==> config.mk <==
export PLATFORM = sky130hd
export DESIGN_NAME = ext_periph_subsys
export DESIGN_NICKNAME = d
export VERILOG_FILES = /design/src/rtl/ext_periph_pkg.sv /design/src/rtl/apb_periph_decoder.sv /design/src/rtl/iffifo.sv /design/src/rtl/power_switch_ctrl.sv /design/src/rtl/intr_ctrl.sv /design/src/rtl/ext_periph_subsys.sv
export SDC_FILE = /design/constraint.sdc
export NUM_CORES = 1
export LEC_CHECK = 0
export ABC_AREA = 1
export BUFFER_PORTS_ARGS = -buffer_cell sky130_fd_sc_hd__buf_2
export CORE_MARGIN = 2
export CORE_UTILIZATION = 45
export CTS_CLUSTER_SIZE = 8
export DETAILED_ROUTE_END_ITERATION = 8
export PLACE_DENSITY_LB_ADDON = 0.12
export SKIP_CTS_REPAIR_TIMING = 1
export SYNTH_ARGS = -nofsm -noshare
export SYNTH_HDL_FRONTEND = slang
export SYNTH_SLANG_ARGS = --single-unit
==> constraint.sdc <==
create_clock -name clk_i -period 6.75 [get_ports clk_i]
set_input_delay 0.3375 -clock clk_i [delete_from_list [all_inputs] [get_ports clk_i]]
set_output_delay 0.3375 -clock clk_i [all_outputs]
set_load 0.03 [all_outputs]
==> src/rtl/ext_periph_pkg.sv <==
/*
 * shared bus widths, peripheral window indices and register offsets
 * for the external peripheral subsystem
 */
`default_nettype none

package ext_periph_pkg;

  // apb bus widths
  localparam int unsigned APB_ADDR_WIDTH = 12;
  localparam int unsigned APB_DATA_WIDTH = 32;

  typedef logic [APB_ADDR_WIDTH-1:0] apb_addr_t;
  typedef logic [APB_DATA_WIDTH-1:0] apb_data_t;

  // mapped peripherals with one 256-byte window each
  localparam int unsigned NUM_PERIPH = 3;
  localparam int unsigned IFFIFO_IDX = 0;
  localparam int unsigned POWER_IDX  = 1;
  localparam int unsigned INTR_IDX   = 2;

  typedef logic [NUM_PERIPH-1:0] periph_sel_t;

  // window number sits in paddr[11:8]
  localparam int unsigned PERIPH_SEL_LSB = 8;

  // fifo registers
  localparam logic [PERIPH_SEL_LSB-1:0] REG_FIFO_DATA      = 8'h00;
  localparam logic [PERIPH_SEL_LSB-1:0] REG_FIFO_STATUS    = 8'h04;
  localparam logic [PERIPH_SEL_LSB-1:0] REG_FIFO_WATERMARK = 8'h08;

  // power switch registers
  localparam logic [PERIPH_SEL_LSB-1:0] REG_PWR_REQ    = 8'h00;
  localparam logic [PERIPH_SEL_LSB-1:0] REG_PWR_STATUS = 8'h04;

  // interrupt controller registers
  localparam logic [PERIPH_SEL_LSB-1:0] REG_INTR_PENDING = 8'h00;
  localparam logic [PERIPH_SEL_LSB-1:0] REG_INTR_ENABLE  = 8'h04;

  // fifo status word with the fill count in the low bits
  localparam int unsigned FIFO_EMPTY_BIT = 16;
  localparam int unsigned FIFO_FULL_BIT  = 17;

endpackage

`default_nettype wire

==> src/rtl/apb_periph_decoder.sv <==
/*
 * apb window decoder: one-hot peripheral select, read data mux,
 * zero-wait pready generation and slave error for unmapped windows
 */
`timescale 1ns/1ps
`default_nettype none

module apb_periph_decoder (
  input  wire                                                        clk_i,
  input  wire                                                        rst_n_i,
  input  wire                                                        psel_i,
  input  wire                                                        penable_i,
  input  ext_periph_pkg::apb_addr_t                                  paddr_i,
  input  ext_periph_pkg::apb_data_t [ext_periph_pkg::NUM_PERIPH-1:0] rdata_i,
  output ext_periph_pkg::periph_sel_t                                periph_sel_o,
  output logic                                                       pready_o,
  output ext_periph_pkg::apb_data_t                                  prdata_o,
  output logic                                                       pslverr_o
);

  localparam int unsigned WIN_W =
    ext_periph_pkg::APB_ADDR_WIDTH - ext_periph_pkg::PERIPH_SEL_LSB;

  logic [WIN_W-1:0] win;
  logic             mapped;
  logic             pready_q;

  // upper address bits pick the window
  assign win = paddr_i[ext_periph_pkg::APB_ADDR_WIDTH-1:ext_periph_pkg::PERIPH_SEL_LSB];
  assign mapped = (win < WIN_W'(ext_periph_pkg::NUM_PERIPH));

  // one-hot select and read mux where unmapped windows read zero
  always_comb begin
    periph_sel_o = '0;
    prdata_o     = '0;
    for (int i = 0; i < ext_periph_pkg::NUM_PERIPH; i++) begin
      if (win == WIN_W'(i)) begin
        periph_sel_o[i] = psel_i;
        prdata_o        = rdata_i[i];
      end
    end
  end

  // setup phase seen -> ready in the access cycle that follows
  // never set in an access cycle, so at most one cycle per transfer
  always_ff @(posedge clk_i) begin
    if (!rst_n_i) begin
      pready_q <= 1'b0;
    end else begin
      pready_q <= psel_i & ~penable_i;
    end
  end

  assign pready_o  = pready_q;
  assign pslverr_o = pready_q & ~mapped;

endmodule

`default_nettype wire

==> src/rtl/iffifo.sv <==
/*
 * register-mapped fifo with push/pop data port, status word,
 * watermark level output and dma slot flags
 */
`timescale 1ns/1ps
`default_nettype none

module iffifo #(
  parameter int unsigned FIFO_DEPTH = 8
) (
  input  wire                       clk_i,
  input  wire                       rst_n_i,
  input  wire                       psel_i,
  input  wire                       penable_i,
  input  wire                       pwrite_i,
  input  wire [7:0]                 paddr_i,
  input  ext_periph_pkg::apb_data_t pwdata_i,
  output ext_periph_pkg::apb_data_t rdata_o,
  output logic                      in_ready_o,
  output logic                      out_valid_o,
  output logic                      level_o
);

  localparam int unsigned PTR_W = (FIFO_DEPTH > 1) ? $clog2(FIFO_DEPTH) : 1;
  localparam int unsigned CNT_W = $clog2(FIFO_DEPTH + 1);

  ext_periph_pkg::apb_data_t mem_q [FIFO_DEPTH];
  ext_periph_pkg::apb_data_t status;

  logic [PTR_W-1:0] wr_ptr_q;
  logic [PTR_W-1:0] rd_ptr_q;
  logic [CNT_W-1:0] count_q;
  logic [CNT_W-1:0] watermark_q;
  logic             access;
  logic             full;
  logic             empty;
  logic             push;
  logic             pop;

  assign access = psel_i & penable_i;
  assign full   = (count_q == CNT_W'(FIFO_DEPTH));
  assign empty  = (count_q == '0);

  // full pushes and empty pops are dropped
  assign push = access & pwrite_i & (paddr_i == ext_periph_pkg::REG_FIFO_DATA) & ~full;
  assign pop  = access & ~pwrite_i & (paddr_i == ext_periph_pkg::REG_FIFO_DATA) & ~empty;

  always_ff @(posedge clk_i) begin
    if (push) begin
      mem_q[wr_ptr_q] <= pwdata_i;
    end
  end

  always_ff @(posedge clk_i) begin
    if (!rst_n_i) begin
      wr_ptr_q    <= '0;
      rd_ptr_q    <= '0;
      count_q     <= '0;
      watermark_q <= '0;
    end else begin
      if (push) begin
        wr_ptr_q <= (wr_ptr_q == PTR_W'(FIFO_DEPTH - 1)) ? '0 : wr_ptr_q + 1'b1;
      end
      if (pop) begin
        rd_ptr_q <= (rd_ptr_q == PTR_W'(FIFO_DEPTH - 1)) ? '0 : rd_ptr_q + 1'b1;
      end
      case ({push, pop})
        2'b10:   count_q <= count_q + 1'b1;
        2'b01:   count_q <= count_q - 1'b1;
        default: count_q <= count_q;
      endcase
      if (access && pwrite_i && paddr_i == ext_periph_pkg::REG_FIFO_WATERMARK) begin
        watermark_q <= pwdata_i[CNT_W-1:0];
      end
    end
  end

  // count, empty and full packed into one word
  always_comb begin
    status = '0;
    status[CNT_W-1:0] = count_q;
    status[ext_periph_pkg::FIFO_EMPTY_BIT] = empty;
    status[ext_periph_pkg::FIFO_FULL_BIT]  = full;
  end

  always_comb begin
    case (paddr_i)
      ext_periph_pkg::REG_FIFO_DATA:      rdata_o = empty ? '0 : mem_q[rd_ptr_q];
      ext_periph_pkg::REG_FIFO_STATUS:    rdata_o = status;
      ext_periph_pkg::REG_FIFO_WATERMARK: rdata_o = ext_periph_pkg::apb_data_t'(watermark_q);
      default:                            rdata_o = '0;
    endcase
  end

  // dma slots
  assign in_ready_o  = ~full;
  assign out_valid_o = ~empty;

  // a zero watermark disables the level
  assign level_o = (watermark_q != '0) && (count_q >= watermark_q);

endmodule

`default_nettype wire

==> src/rtl/power_switch_ctrl.sv <==
/*
 * power switch sequencer, one fsm per external domain,
 * with request and status registers and a done pulse per transition
 */
`timescale 1ns/1ps
`default_nettype none

module power_switch_ctrl #(
  parameter int unsigned NUM_DOMAINS = 2
) (
  input  wire                       clk_i,
  input  wire                       rst_n_i,
  input  wire                       psel_i,
  input  wire                       penable_i,
  input  wire                       pwrite_i,
  input  wire [7:0]                 paddr_i,
  input  ext_periph_pkg::apb_data_t pwdata_i,
  input  wire [NUM_DOMAINS-1:0]     switch_ack_n_i,
  output ext_periph_pkg::apb_data_t rdata_o,
  output logic [NUM_DOMAINS-1:0]    switch_n_o,
  output logic [NUM_DOMAINS-1:0]    iso_n_o,
  output logic [NUM_DOMAINS-1:0]    domain_rst_n_o,
  output logic [NUM_DOMAINS-1:0]    done_o
);

  // sequencer states
  localparam logic [2:0] ST_OFF    = 3'd0;
  localparam logic [2:0] ST_UP_ACK = 3'd1;
  localparam logic [2:0] ST_UP_ISO = 3'd2;
  localparam logic [2:0] ST_ON     = 3'd3;
  localparam logic [2:0] ST_DN_ISO = 3'd4;
  localparam logic [2:0] ST_DN_ACK = 3'd5;

  logic [NUM_DOMAINS-1:0] req_q;
  logic [NUM_DOMAINS-1:0] on_status;

  always_ff @(posedge clk_i) begin
    if (!rst_n_i) begin
      req_q <= '0;
    end else if (psel_i && penable_i && pwrite_i && paddr_i == ext_periph_pkg::REG_PWR_REQ) begin
      req_q <= pwdata_i[NUM_DOMAINS-1:0];
    end
  end

  for (genvar d = 0; d < NUM_DOMAINS; d++) begin : gen_domain
    logic [2:0] state_q;
    logic       done_q;

    // requests are only sampled in the settled states
    always_ff @(posedge clk_i) begin
      if (!rst_n_i) begin
        state_q <= ST_OFF;
        done_q  <= 1'b0;
      end else begin
        done_q <= 1'b0;
        case (state_q)
          ST_OFF: begin
            if (req_q[d]) state_q <= ST_UP_ACK;
          end
          ST_UP_ACK: begin
            if (!switch_ack_n_i[d]) state_q <= ST_UP_ISO;
          end
          ST_UP_ISO: begin
            state_q <= ST_ON;
            done_q  <= 1'b1;
          end
          ST_ON: begin
            if (!req_q[d]) state_q <= ST_DN_ISO;
          end
          ST_DN_ISO: begin
            state_q <= ST_DN_ACK;
          end
          ST_DN_ACK: begin
            if (switch_ack_n_i[d]) begin
              state_q <= ST_OFF;
              done_q  <= 1'b1;
            end
          end
          default: state_q <= ST_OFF;
        endcase
      end
    end

    // switch closed from power-up until the down sequence opens it
    assign switch_n_o[d]     = (state_q == ST_OFF) || (state_q == ST_DN_ACK);
    assign iso_n_o[d]        = (state_q == ST_UP_ISO) || (state_q == ST_ON);
    assign domain_rst_n_o[d] = (state_q == ST_ON);
    // status stays on until the power-down sequence completes
    assign on_status[d]      = (state_q == ST_ON) || (state_q == ST_DN_ISO) ||
                               (state_q == ST_DN_ACK);
    assign done_o[d]         = done_q;
  end

  always_comb begin
    case (paddr_i)
      ext_periph_pkg::REG_PWR_REQ:    rdata_o = ext_periph_pkg::apb_data_t'(req_q);
      ext_periph_pkg::REG_PWR_STATUS: rdata_o = ext_periph_pkg::apb_data_t'(on_status);
      default:                        rdata_o = '0;
    endcase
  end

endmodule

`default_nettype wire

==> src/rtl/intr_ctrl.sv <==
/*
 * interrupt controller: pending and enable registers,
 * write-one-to-clear pending, one combined interrupt line
 */
`timescale 1ns/1ps
`default_nettype none

module intr_ctrl #(
  parameter int unsigned NUM_DOMAINS = 2
) (
  input  wire                       clk_i,
  input  wire                       rst_n_i,
  input  wire                       psel_i,
  input  wire                       penable_i,
  input  wire                       pwrite_i,
  input  wire [7:0]                 paddr_i,
  input  ext_periph_pkg::apb_data_t pwdata_i,
  input  wire                       fifo_level_i,
  input  wire [NUM_DOMAINS-1:0]     power_done_i,
  output ext_periph_pkg::apb_data_t rdata_o,
  output logic                      intr_o
);

  // bit 0 fifo level, bit 1+d done of domain d
  localparam int unsigned NUM_SRC = NUM_DOMAINS + 1;

  logic [NUM_SRC-1:0] src;
  logic [NUM_SRC-1:0] clr;
  logic [NUM_SRC-1:0] pending_q;
  logic [NUM_SRC-1:0] enable_q;
  logic               wr_en;

  assign src   = {power_done_i, fifo_level_i};
  assign wr_en = psel_i & penable_i & pwrite_i;
  assign clr   = (wr_en && paddr_i == ext_periph_pkg::REG_INTR_PENDING) ?
                 pwdata_i[NUM_SRC-1:0] : '0;

  always_ff @(posedge clk_i) begin
    if (!rst_n_i) begin
      pending_q <= '0;
      enable_q  <= '0;
    end else begin
      // a live source wins over a clear
      pending_q <= (pending_q & ~clr) | src;
      if (wr_en && paddr_i == ext_periph_pkg::REG_INTR_ENABLE) begin
        enable_q <= pwdata_i[NUM_SRC-1:0];
      end
    end
  end

  always_comb begin
    case (paddr_i)
      ext_periph_pkg::REG_INTR_PENDING: rdata_o = ext_periph_pkg::apb_data_t'(pending_q);
      ext_periph_pkg::REG_INTR_ENABLE:  rdata_o = ext_periph_pkg::apb_data_t'(enable_q);
      default:                          rdata_o = '0;
    endcase
  end

  assign intr_o = |(pending_q & enable_q);

endmodule

`default_nettype wire

==> src/rtl/ext_periph_subsys.sv <==
/*
 * external peripheral subsystem top: apb decoder, fifo,
 * power switch sequencer and interrupt controller
 */
`timescale 1ns/1ps
`default_nettype none

module ext_periph_subsys #(
  parameter int unsigned FIFO_DEPTH  = 8,
  parameter int unsigned NUM_DOMAINS = 2
) (
  input  wire                       clk_i,
  input  wire                       rst_n_i,
  input  wire                       psel_i,
  input  wire                       penable_i,
  input  wire                       pwrite_i,
  input  ext_periph_pkg::apb_addr_t paddr_i,
  input  ext_periph_pkg::apb_data_t pwdata_i,
  output logic                      pready_o,
  output ext_periph_pkg::apb_data_t prdata_o,
  output logic                      pslverr_o,
  output logic                      fifo_in_ready_o,
  output logic                      fifo_out_valid_o,
  output logic [NUM_DOMAINS-1:0]    switch_n_o,
  input  wire  [NUM_DOMAINS-1:0]    switch_ack_n_i,
  output logic [NUM_DOMAINS-1:0]    iso_n_o,
  output logic [NUM_DOMAINS-1:0]    domain_rst_n_o,
  output logic                      intr_o
);

  ext_periph_pkg::periph_sel_t                                periph_sel;
  ext_periph_pkg::apb_data_t [ext_periph_pkg::NUM_PERIPH-1:0] periph_rdata;

  logic [ext_periph_pkg::PERIPH_SEL_LSB-1:0] periph_addr;
  logic                                      fifo_level;
  logic [NUM_DOMAINS-1:0]                    power_done;

  // offset within the selected window
  assign periph_addr = paddr_i[ext_periph_pkg::PERIPH_SEL_LSB-1:0];

  apb_periph_decoder apb_periph_decoder_inst (
    .clk_i        (clk_i),
    .rst_n_i      (rst_n_i),
    .psel_i       (psel_i),
    .penable_i    (penable_i),
    .paddr_i      (paddr_i),
    .rdata_i      (periph_rdata),
    .periph_sel_o (periph_sel),
    .pready_o     (pready_o),
    .prdata_o     (prdata_o),
    .pslverr_o    (pslverr_o)
  );

  iffifo #(
    .FIFO_DEPTH (FIFO_DEPTH)
  ) iffifo_inst (
    .clk_i       (clk_i),
    .rst_n_i     (rst_n_i),
    .psel_i      (periph_sel[ext_periph_pkg::IFFIFO_IDX]),
    .penable_i   (penable_i),
    .pwrite_i    (pwrite_i),
    .paddr_i     (periph_addr),
    .pwdata_i    (pwdata_i),
    .rdata_o     (periph_rdata[ext_periph_pkg::IFFIFO_IDX]),
    .in_ready_o  (fifo_in_ready_o),
    .out_valid_o (fifo_out_valid_o),
    .level_o     (fifo_level)
  );

  power_switch_ctrl #(
    .NUM_DOMAINS (NUM_DOMAINS)
  ) power_switch_ctrl_inst (
    .clk_i          (clk_i),
    .rst_n_i        (rst_n_i),
    .psel_i         (periph_sel[ext_periph_pkg::POWER_IDX]),
    .penable_i      (penable_i),
    .pwrite_i       (pwrite_i),
    .paddr_i        (periph_addr),
    .pwdata_i       (pwdata_i),
    .switch_ack_n_i (switch_ack_n_i),
    .rdata_o        (periph_rdata[ext_periph_pkg::POWER_IDX]),
    .switch_n_o     (switch_n_o),
    .iso_n_o        (iso_n_o),
    .domain_rst_n_o (domain_rst_n_o),
    .done_o         (power_done)
  );

  intr_ctrl #(
    .NUM_DOMAINS (NUM_DOMAINS)
  ) intr_ctrl_inst (
    .clk_i        (clk_i),
    .rst_n_i      (rst_n_i),
    .psel_i       (periph_sel[ext_periph_pkg::INTR_IDX]),
    .penable_i    (penable_i),
    .pwrite_i     (pwrite_i),
    .paddr_i      (periph_addr),
    .pwdata_i     (pwdata_i),
    .fifo_level_i (fifo_level),
    .power_done_i (power_done),
    .rdata_o      (periph_rdata[ext_periph_pkg::INTR_IDX]),
    .intr_o       (intr_o)
  );

endmodule

`default_nettype wire

==> run summary <==
RUN STATUS
--------------------------------------------------------------------------------------
Status                                                                    finished, final reports clean

SETUP PATH
--------------------------------------------------------------------------------------
Startpoint class of the critical path                                             flop
Nature of the critical path endpoint                                        output pin
CP max-delay cell                                                         sky130_fd_sc_hd__clkinv_2
Worst path cell trace                                                     clkinv_2 -> buf_4 -> nand2_1 -> nand3_1 -> nand3_1 -> nand3_1 -> nand2_1 -> nand2_1 -> nand3_1 -> buf_2
Critical path data required time                                               6410 ps
Critical path depth                                                                 10
Slowest stage delay, CP                                                         590 ps
Count of buffering cells on the critical path with inverters included                3
Most prevalent standard cell on the critical path                         sky130_fd_sc_hd__nand3_1
Crit path kind                                                            flop to output pin
Number of cells traversed by the worst register-to-register path                     5
Critical path data arrival time                                                3060 ps
Launch point of the worst reg-to-reg path                                 iffifo_inst.count_q[2]$_SDFFE_PN0P_
Critical path peak fanout                                                           48
Dominant delay contributor by cell family on the critical path            buffers and inverters

STA
--------------------------------------------------------------------------------------
Hold Vio Cnt, Final                                                                  0
Relative slew margins                                                            35.8%
Setup skew after layout                                                        20.9 ps
Worst-case setup margin in the final layout                                    3350 ps
Maximum clock frequency                                                        294 MHz
Time the final worst path needs with I/O delays and setup                      3400 ps
RSZ-0062 raised after global routing                                                no
Hold Slack                                                                     10.5 ps
Post-Route Setup TNS                                                              0 ps
Final count of negative-setup-slack endpoints                                        0
Slew @ Worst Pin                                                                964 ps
Share of the clock period used by the worst path after layout                    50.3%
Final Max Tran Viols                                                                 0

FLOORPLANNING
--------------------------------------------------------------------------------------
Total number of placement rows                                                      60
Total die area                                                             28600 sq um
Effective utilization at floorplan                                               45.7%
Count of boundary I/O pins                                                          94
Vert. Die Dim                                                              169 microns
Placeable core region                                                      26900 sq um
Horizontal extent of the die                                               169 microns

CTS
--------------------------------------------------------------------------------------
Clock tree from TritonCTS                                                          yes
Worst skew pair latency                                                         520 ps
CTS clk-pin slew, worst paths                                                    50 ps
Clock Path Buffers                                                                   3
Clock Root Buffer                                                         sky130_fd_sc_hd__clkbuf_16
Deepest level of the CTS H-tree                                                      2
Count of clock tree sinks                                                          290
Inserted Clock Buffers                                                              42

SYNTH
--------------------------------------------------------------------------------------
Post-Synthesis Net Count                                                          1156
Gate Count Post-Synth                                                             1094
Number of distinct standard cells referenced by the synthesized netlist             40
Number of warning messages in the yosys log                                          0
Register area share after synthesis                                              68.2%
Number of register bits inferred by synthesis                                      290
Average footprint of a synthesized cell                                     11.2 sq um
Netlist area before placement                                              12300 sq um

PWR
--------------------------------------------------------------------------------------
Leakage power of the design                                                    5.29 nW
Maximum vdd ir drop                                                             201 uV
Total power divided by cell area                                           283 nW/um^2
Total design power                                                             4.01 mW

DETAILED ROUTING
--------------------------------------------------------------------------------------
Pre-antenna DRT Iters                                                                5
1st-iter DRT viols                                                                 428
Total wire length after detailed routing                                       29.0 mm
Drt drc                                                                              0
Mean routed wirelength per cell                                           18.7 microns
Vias per cell                                                                     5.36
Remaining antenna violation count                                                    0
Number of vias in the routed layout                                               8304

JOB
--------------------------------------------------------------------------------------
Max-cap violations                                                                   0

CELLS AND AREA
--------------------------------------------------------------------------------------
Most common library cell in the layout ignoring fill and taps             sky130_fd_sc_hd__edfxtp_1
Area added between synthesis and finish                                          15.6%
Number of nets in the finished design                                             1254
Utilization after layout                                                         52.8%
Highest-count cells in the layout ignoring fill and taps                  sky130_fd_sc_hd__edfxtp_1 (256), sky130_fd_sc_hd__nor2_1 (170), sky130_fd_sc_hd__nand2_1 (155)
Fraction of layout instances using a drive strength above 1                      17.5%

GLOBAL ROUTE
--------------------------------------------------------------------------------------
Maximum number of pins on one net before global-route repair                        97
Via count of the first global-routing pass                                        8442
Total GRT Usage                                                                  20.7%
Overall overflow remaining after global route                                        0
Number of antenna violations at the first check in global routing                    2
Global-route wire length before repair                                         46.1 mm

WORST HOLD PATH
--------------------------------------------------------------------------------------
Hold crit path type                                                       input port to flop
Worst hold path startpoint                                                   penable_i
Number of instances on the worst hold path                                           2

PLACE
--------------------------------------------------------------------------------------
Post-place setup slack                                                         3890 ps
Count of buffers inserted at the top-level ports                                    93
Detailed Place HPWL                                                            16.5 mm
Final RePlAce weighted congestion                                                0.809

[final timing paths]
kind	slack [ps]	endpoint
max reg2reg	4100	iffifo_inst.mem_q[3][8]$_DFFE_PP_
max	3350	prdata_o[0]
min	10	apb_periph_decoder_inst.pready_o$_SDFF_PN0_
min reg2reg	440	intr_ctrl_inst.pending_q[2]$_SDFF_PN0_
[state kept, by name, summed over array words and instances (netlist names), named ones only]
name,count
apb_periph_decoder_inst.pready_o,1
iffifo_inst.count_q,4
iffifo_inst.mem_q,256
iffifo_inst.rd_ptr_q,3
iffifo_inst.watermark_q,4
iffifo_inst.wr_ptr_q,3
intr_ctrl_inst.enable_q,3
intr_ctrl_inst.pending_q,3
power_switch_ctrl_inst.gen_domain.done_q,2
power_switch_ctrl_inst.gen_domain.state_q,6
power_switch_ctrl_inst.req_q,2
[synth_stat cells]
cell	instances	area, sq um
sky130_fd_sc_hd__edfxtp_1	256	7690
sky130_fd_sc_hd__nand4_1	4	25.0
sky130_fd_sc_hd__nand2_2	1	6.26
sky130_fd_sc_hd__nor2_4	2	22.5
sky130_fd_sc_hd__nor3b_1	1	7.51
sky130_fd_sc_hd__or2_4	1	8.76
sky130_fd_sc_hd__buf_1	2	7.51
sky130_fd_sc_hd__xnor2_1	1	8.76
sky130_fd_sc_hd__o22ai_1	52	325
sky130_fd_sc_hd__nand3_4	1	17.5
sky130_fd_sc_hd__buf_2	16	80.1
sky130_fd_sc_hd__nand3_1	47	235
sky130_fd_sc_hd__o211ai_1	3	22.5
sky130_fd_sc_hd__inv_2	4	15.0
sky130_fd_sc_hd__nor2_8	1	20.0
sky130_fd_sc_hd__a21oi_2	20	175
sky130_fd_sc_hd__dfxtp_1	34	681
sky130_fd_sc_hd__o21bai_1	2	15.0
sky130_fd_sc_hd__or2_2	3	18.8
sky130_fd_sc_hd__clkbuf_2	3	15.0
sky130_fd_sc_hd__nand2_1	155	582
sky130_fd_sc_hd__ha_1	11	138
sky130_fd_sc_hd__xor2_1	1	8.76
sky130_fd_sc_hd__buf_4	2	15.0
sky130_fd_sc_hd__buf_12	1	20.0
sky130_fd_sc_hd__inv_1	65	244
sky130_fd_sc_hd__clkinv_1	2	7.51
sky130_fd_sc_hd__nor2_2	15	93.8
sky130_fd_sc_hd__a21oi_1	27	135
sky130_fd_sc_hd__nor2_1	174	653
sky130_fd_sc_hd__buf_6	4	45.0
sky130_fd_sc_hd__and2_1	1	6.26
sky130_fd_sc_hd__a211oi_1	3	22.5
sky130_fd_sc_hd__clkbuf_1	25	93.8
sky130_fd_sc_hd__nor3_1	5	25.0
sky130_fd_sc_hd__o21ai_0	143	716
sky130_fd_sc_hd__nand3b_1	1	7.51
sky130_fd_sc_hd__nand2_4	2	22.5
sky130_fd_sc_hd__buf_8	2	30.0
sky130_fd_sc_hd__nand3_2	1	10.0
[kinds of logic (layout without fill, tap and decap cells)]
kind of cell,Yosys count,count (layout),synth area share [%]
other cells,0,1,0
buf+inv,126,240,4.67
xor+xnor,2,2,0.143
fa+ha+maj,11,11,1.12
flops,290,290,68.2
simple gates,415,415,14.4
compound gates,250,250,11.5
[area by class of cell]
type,instances,area [sq um]
sequential,290,8370
inverter,71,268
clock inverter,2,16.3
antenna,1,2.50
multi-input combinational,678,3380
clock buffer,58,1130
fill,2395,12700
timing repair buffer,109,586
tap,341,427
[power breakdown]
part	leakage [nW]	internal (mW)	switching [mW]
registers	2.58	1.97	0.0176
logic	2.17	0.0578	0.125
clock network	0.552	1.15	0.700
[metrics by stage]
stage / instance area, sq um / std cells
2_1_floorplan: 12300 / 1094
3_3_place_gp: 13000 / 1489
3_5_place_dp: 13000 / 1489
4_1_cts: 14200 / 1549
5_1_grt: 14200 / 1550
6_report: 14200 / 1550
[metal layers]
layer	wire length [microns]	global-route usage (%)
met1	13100	27.1
met2	13800	35.1
met3	1410	3.79
met4	755	6.73
met5	9	0
Power figures use the tool's default switching activity.
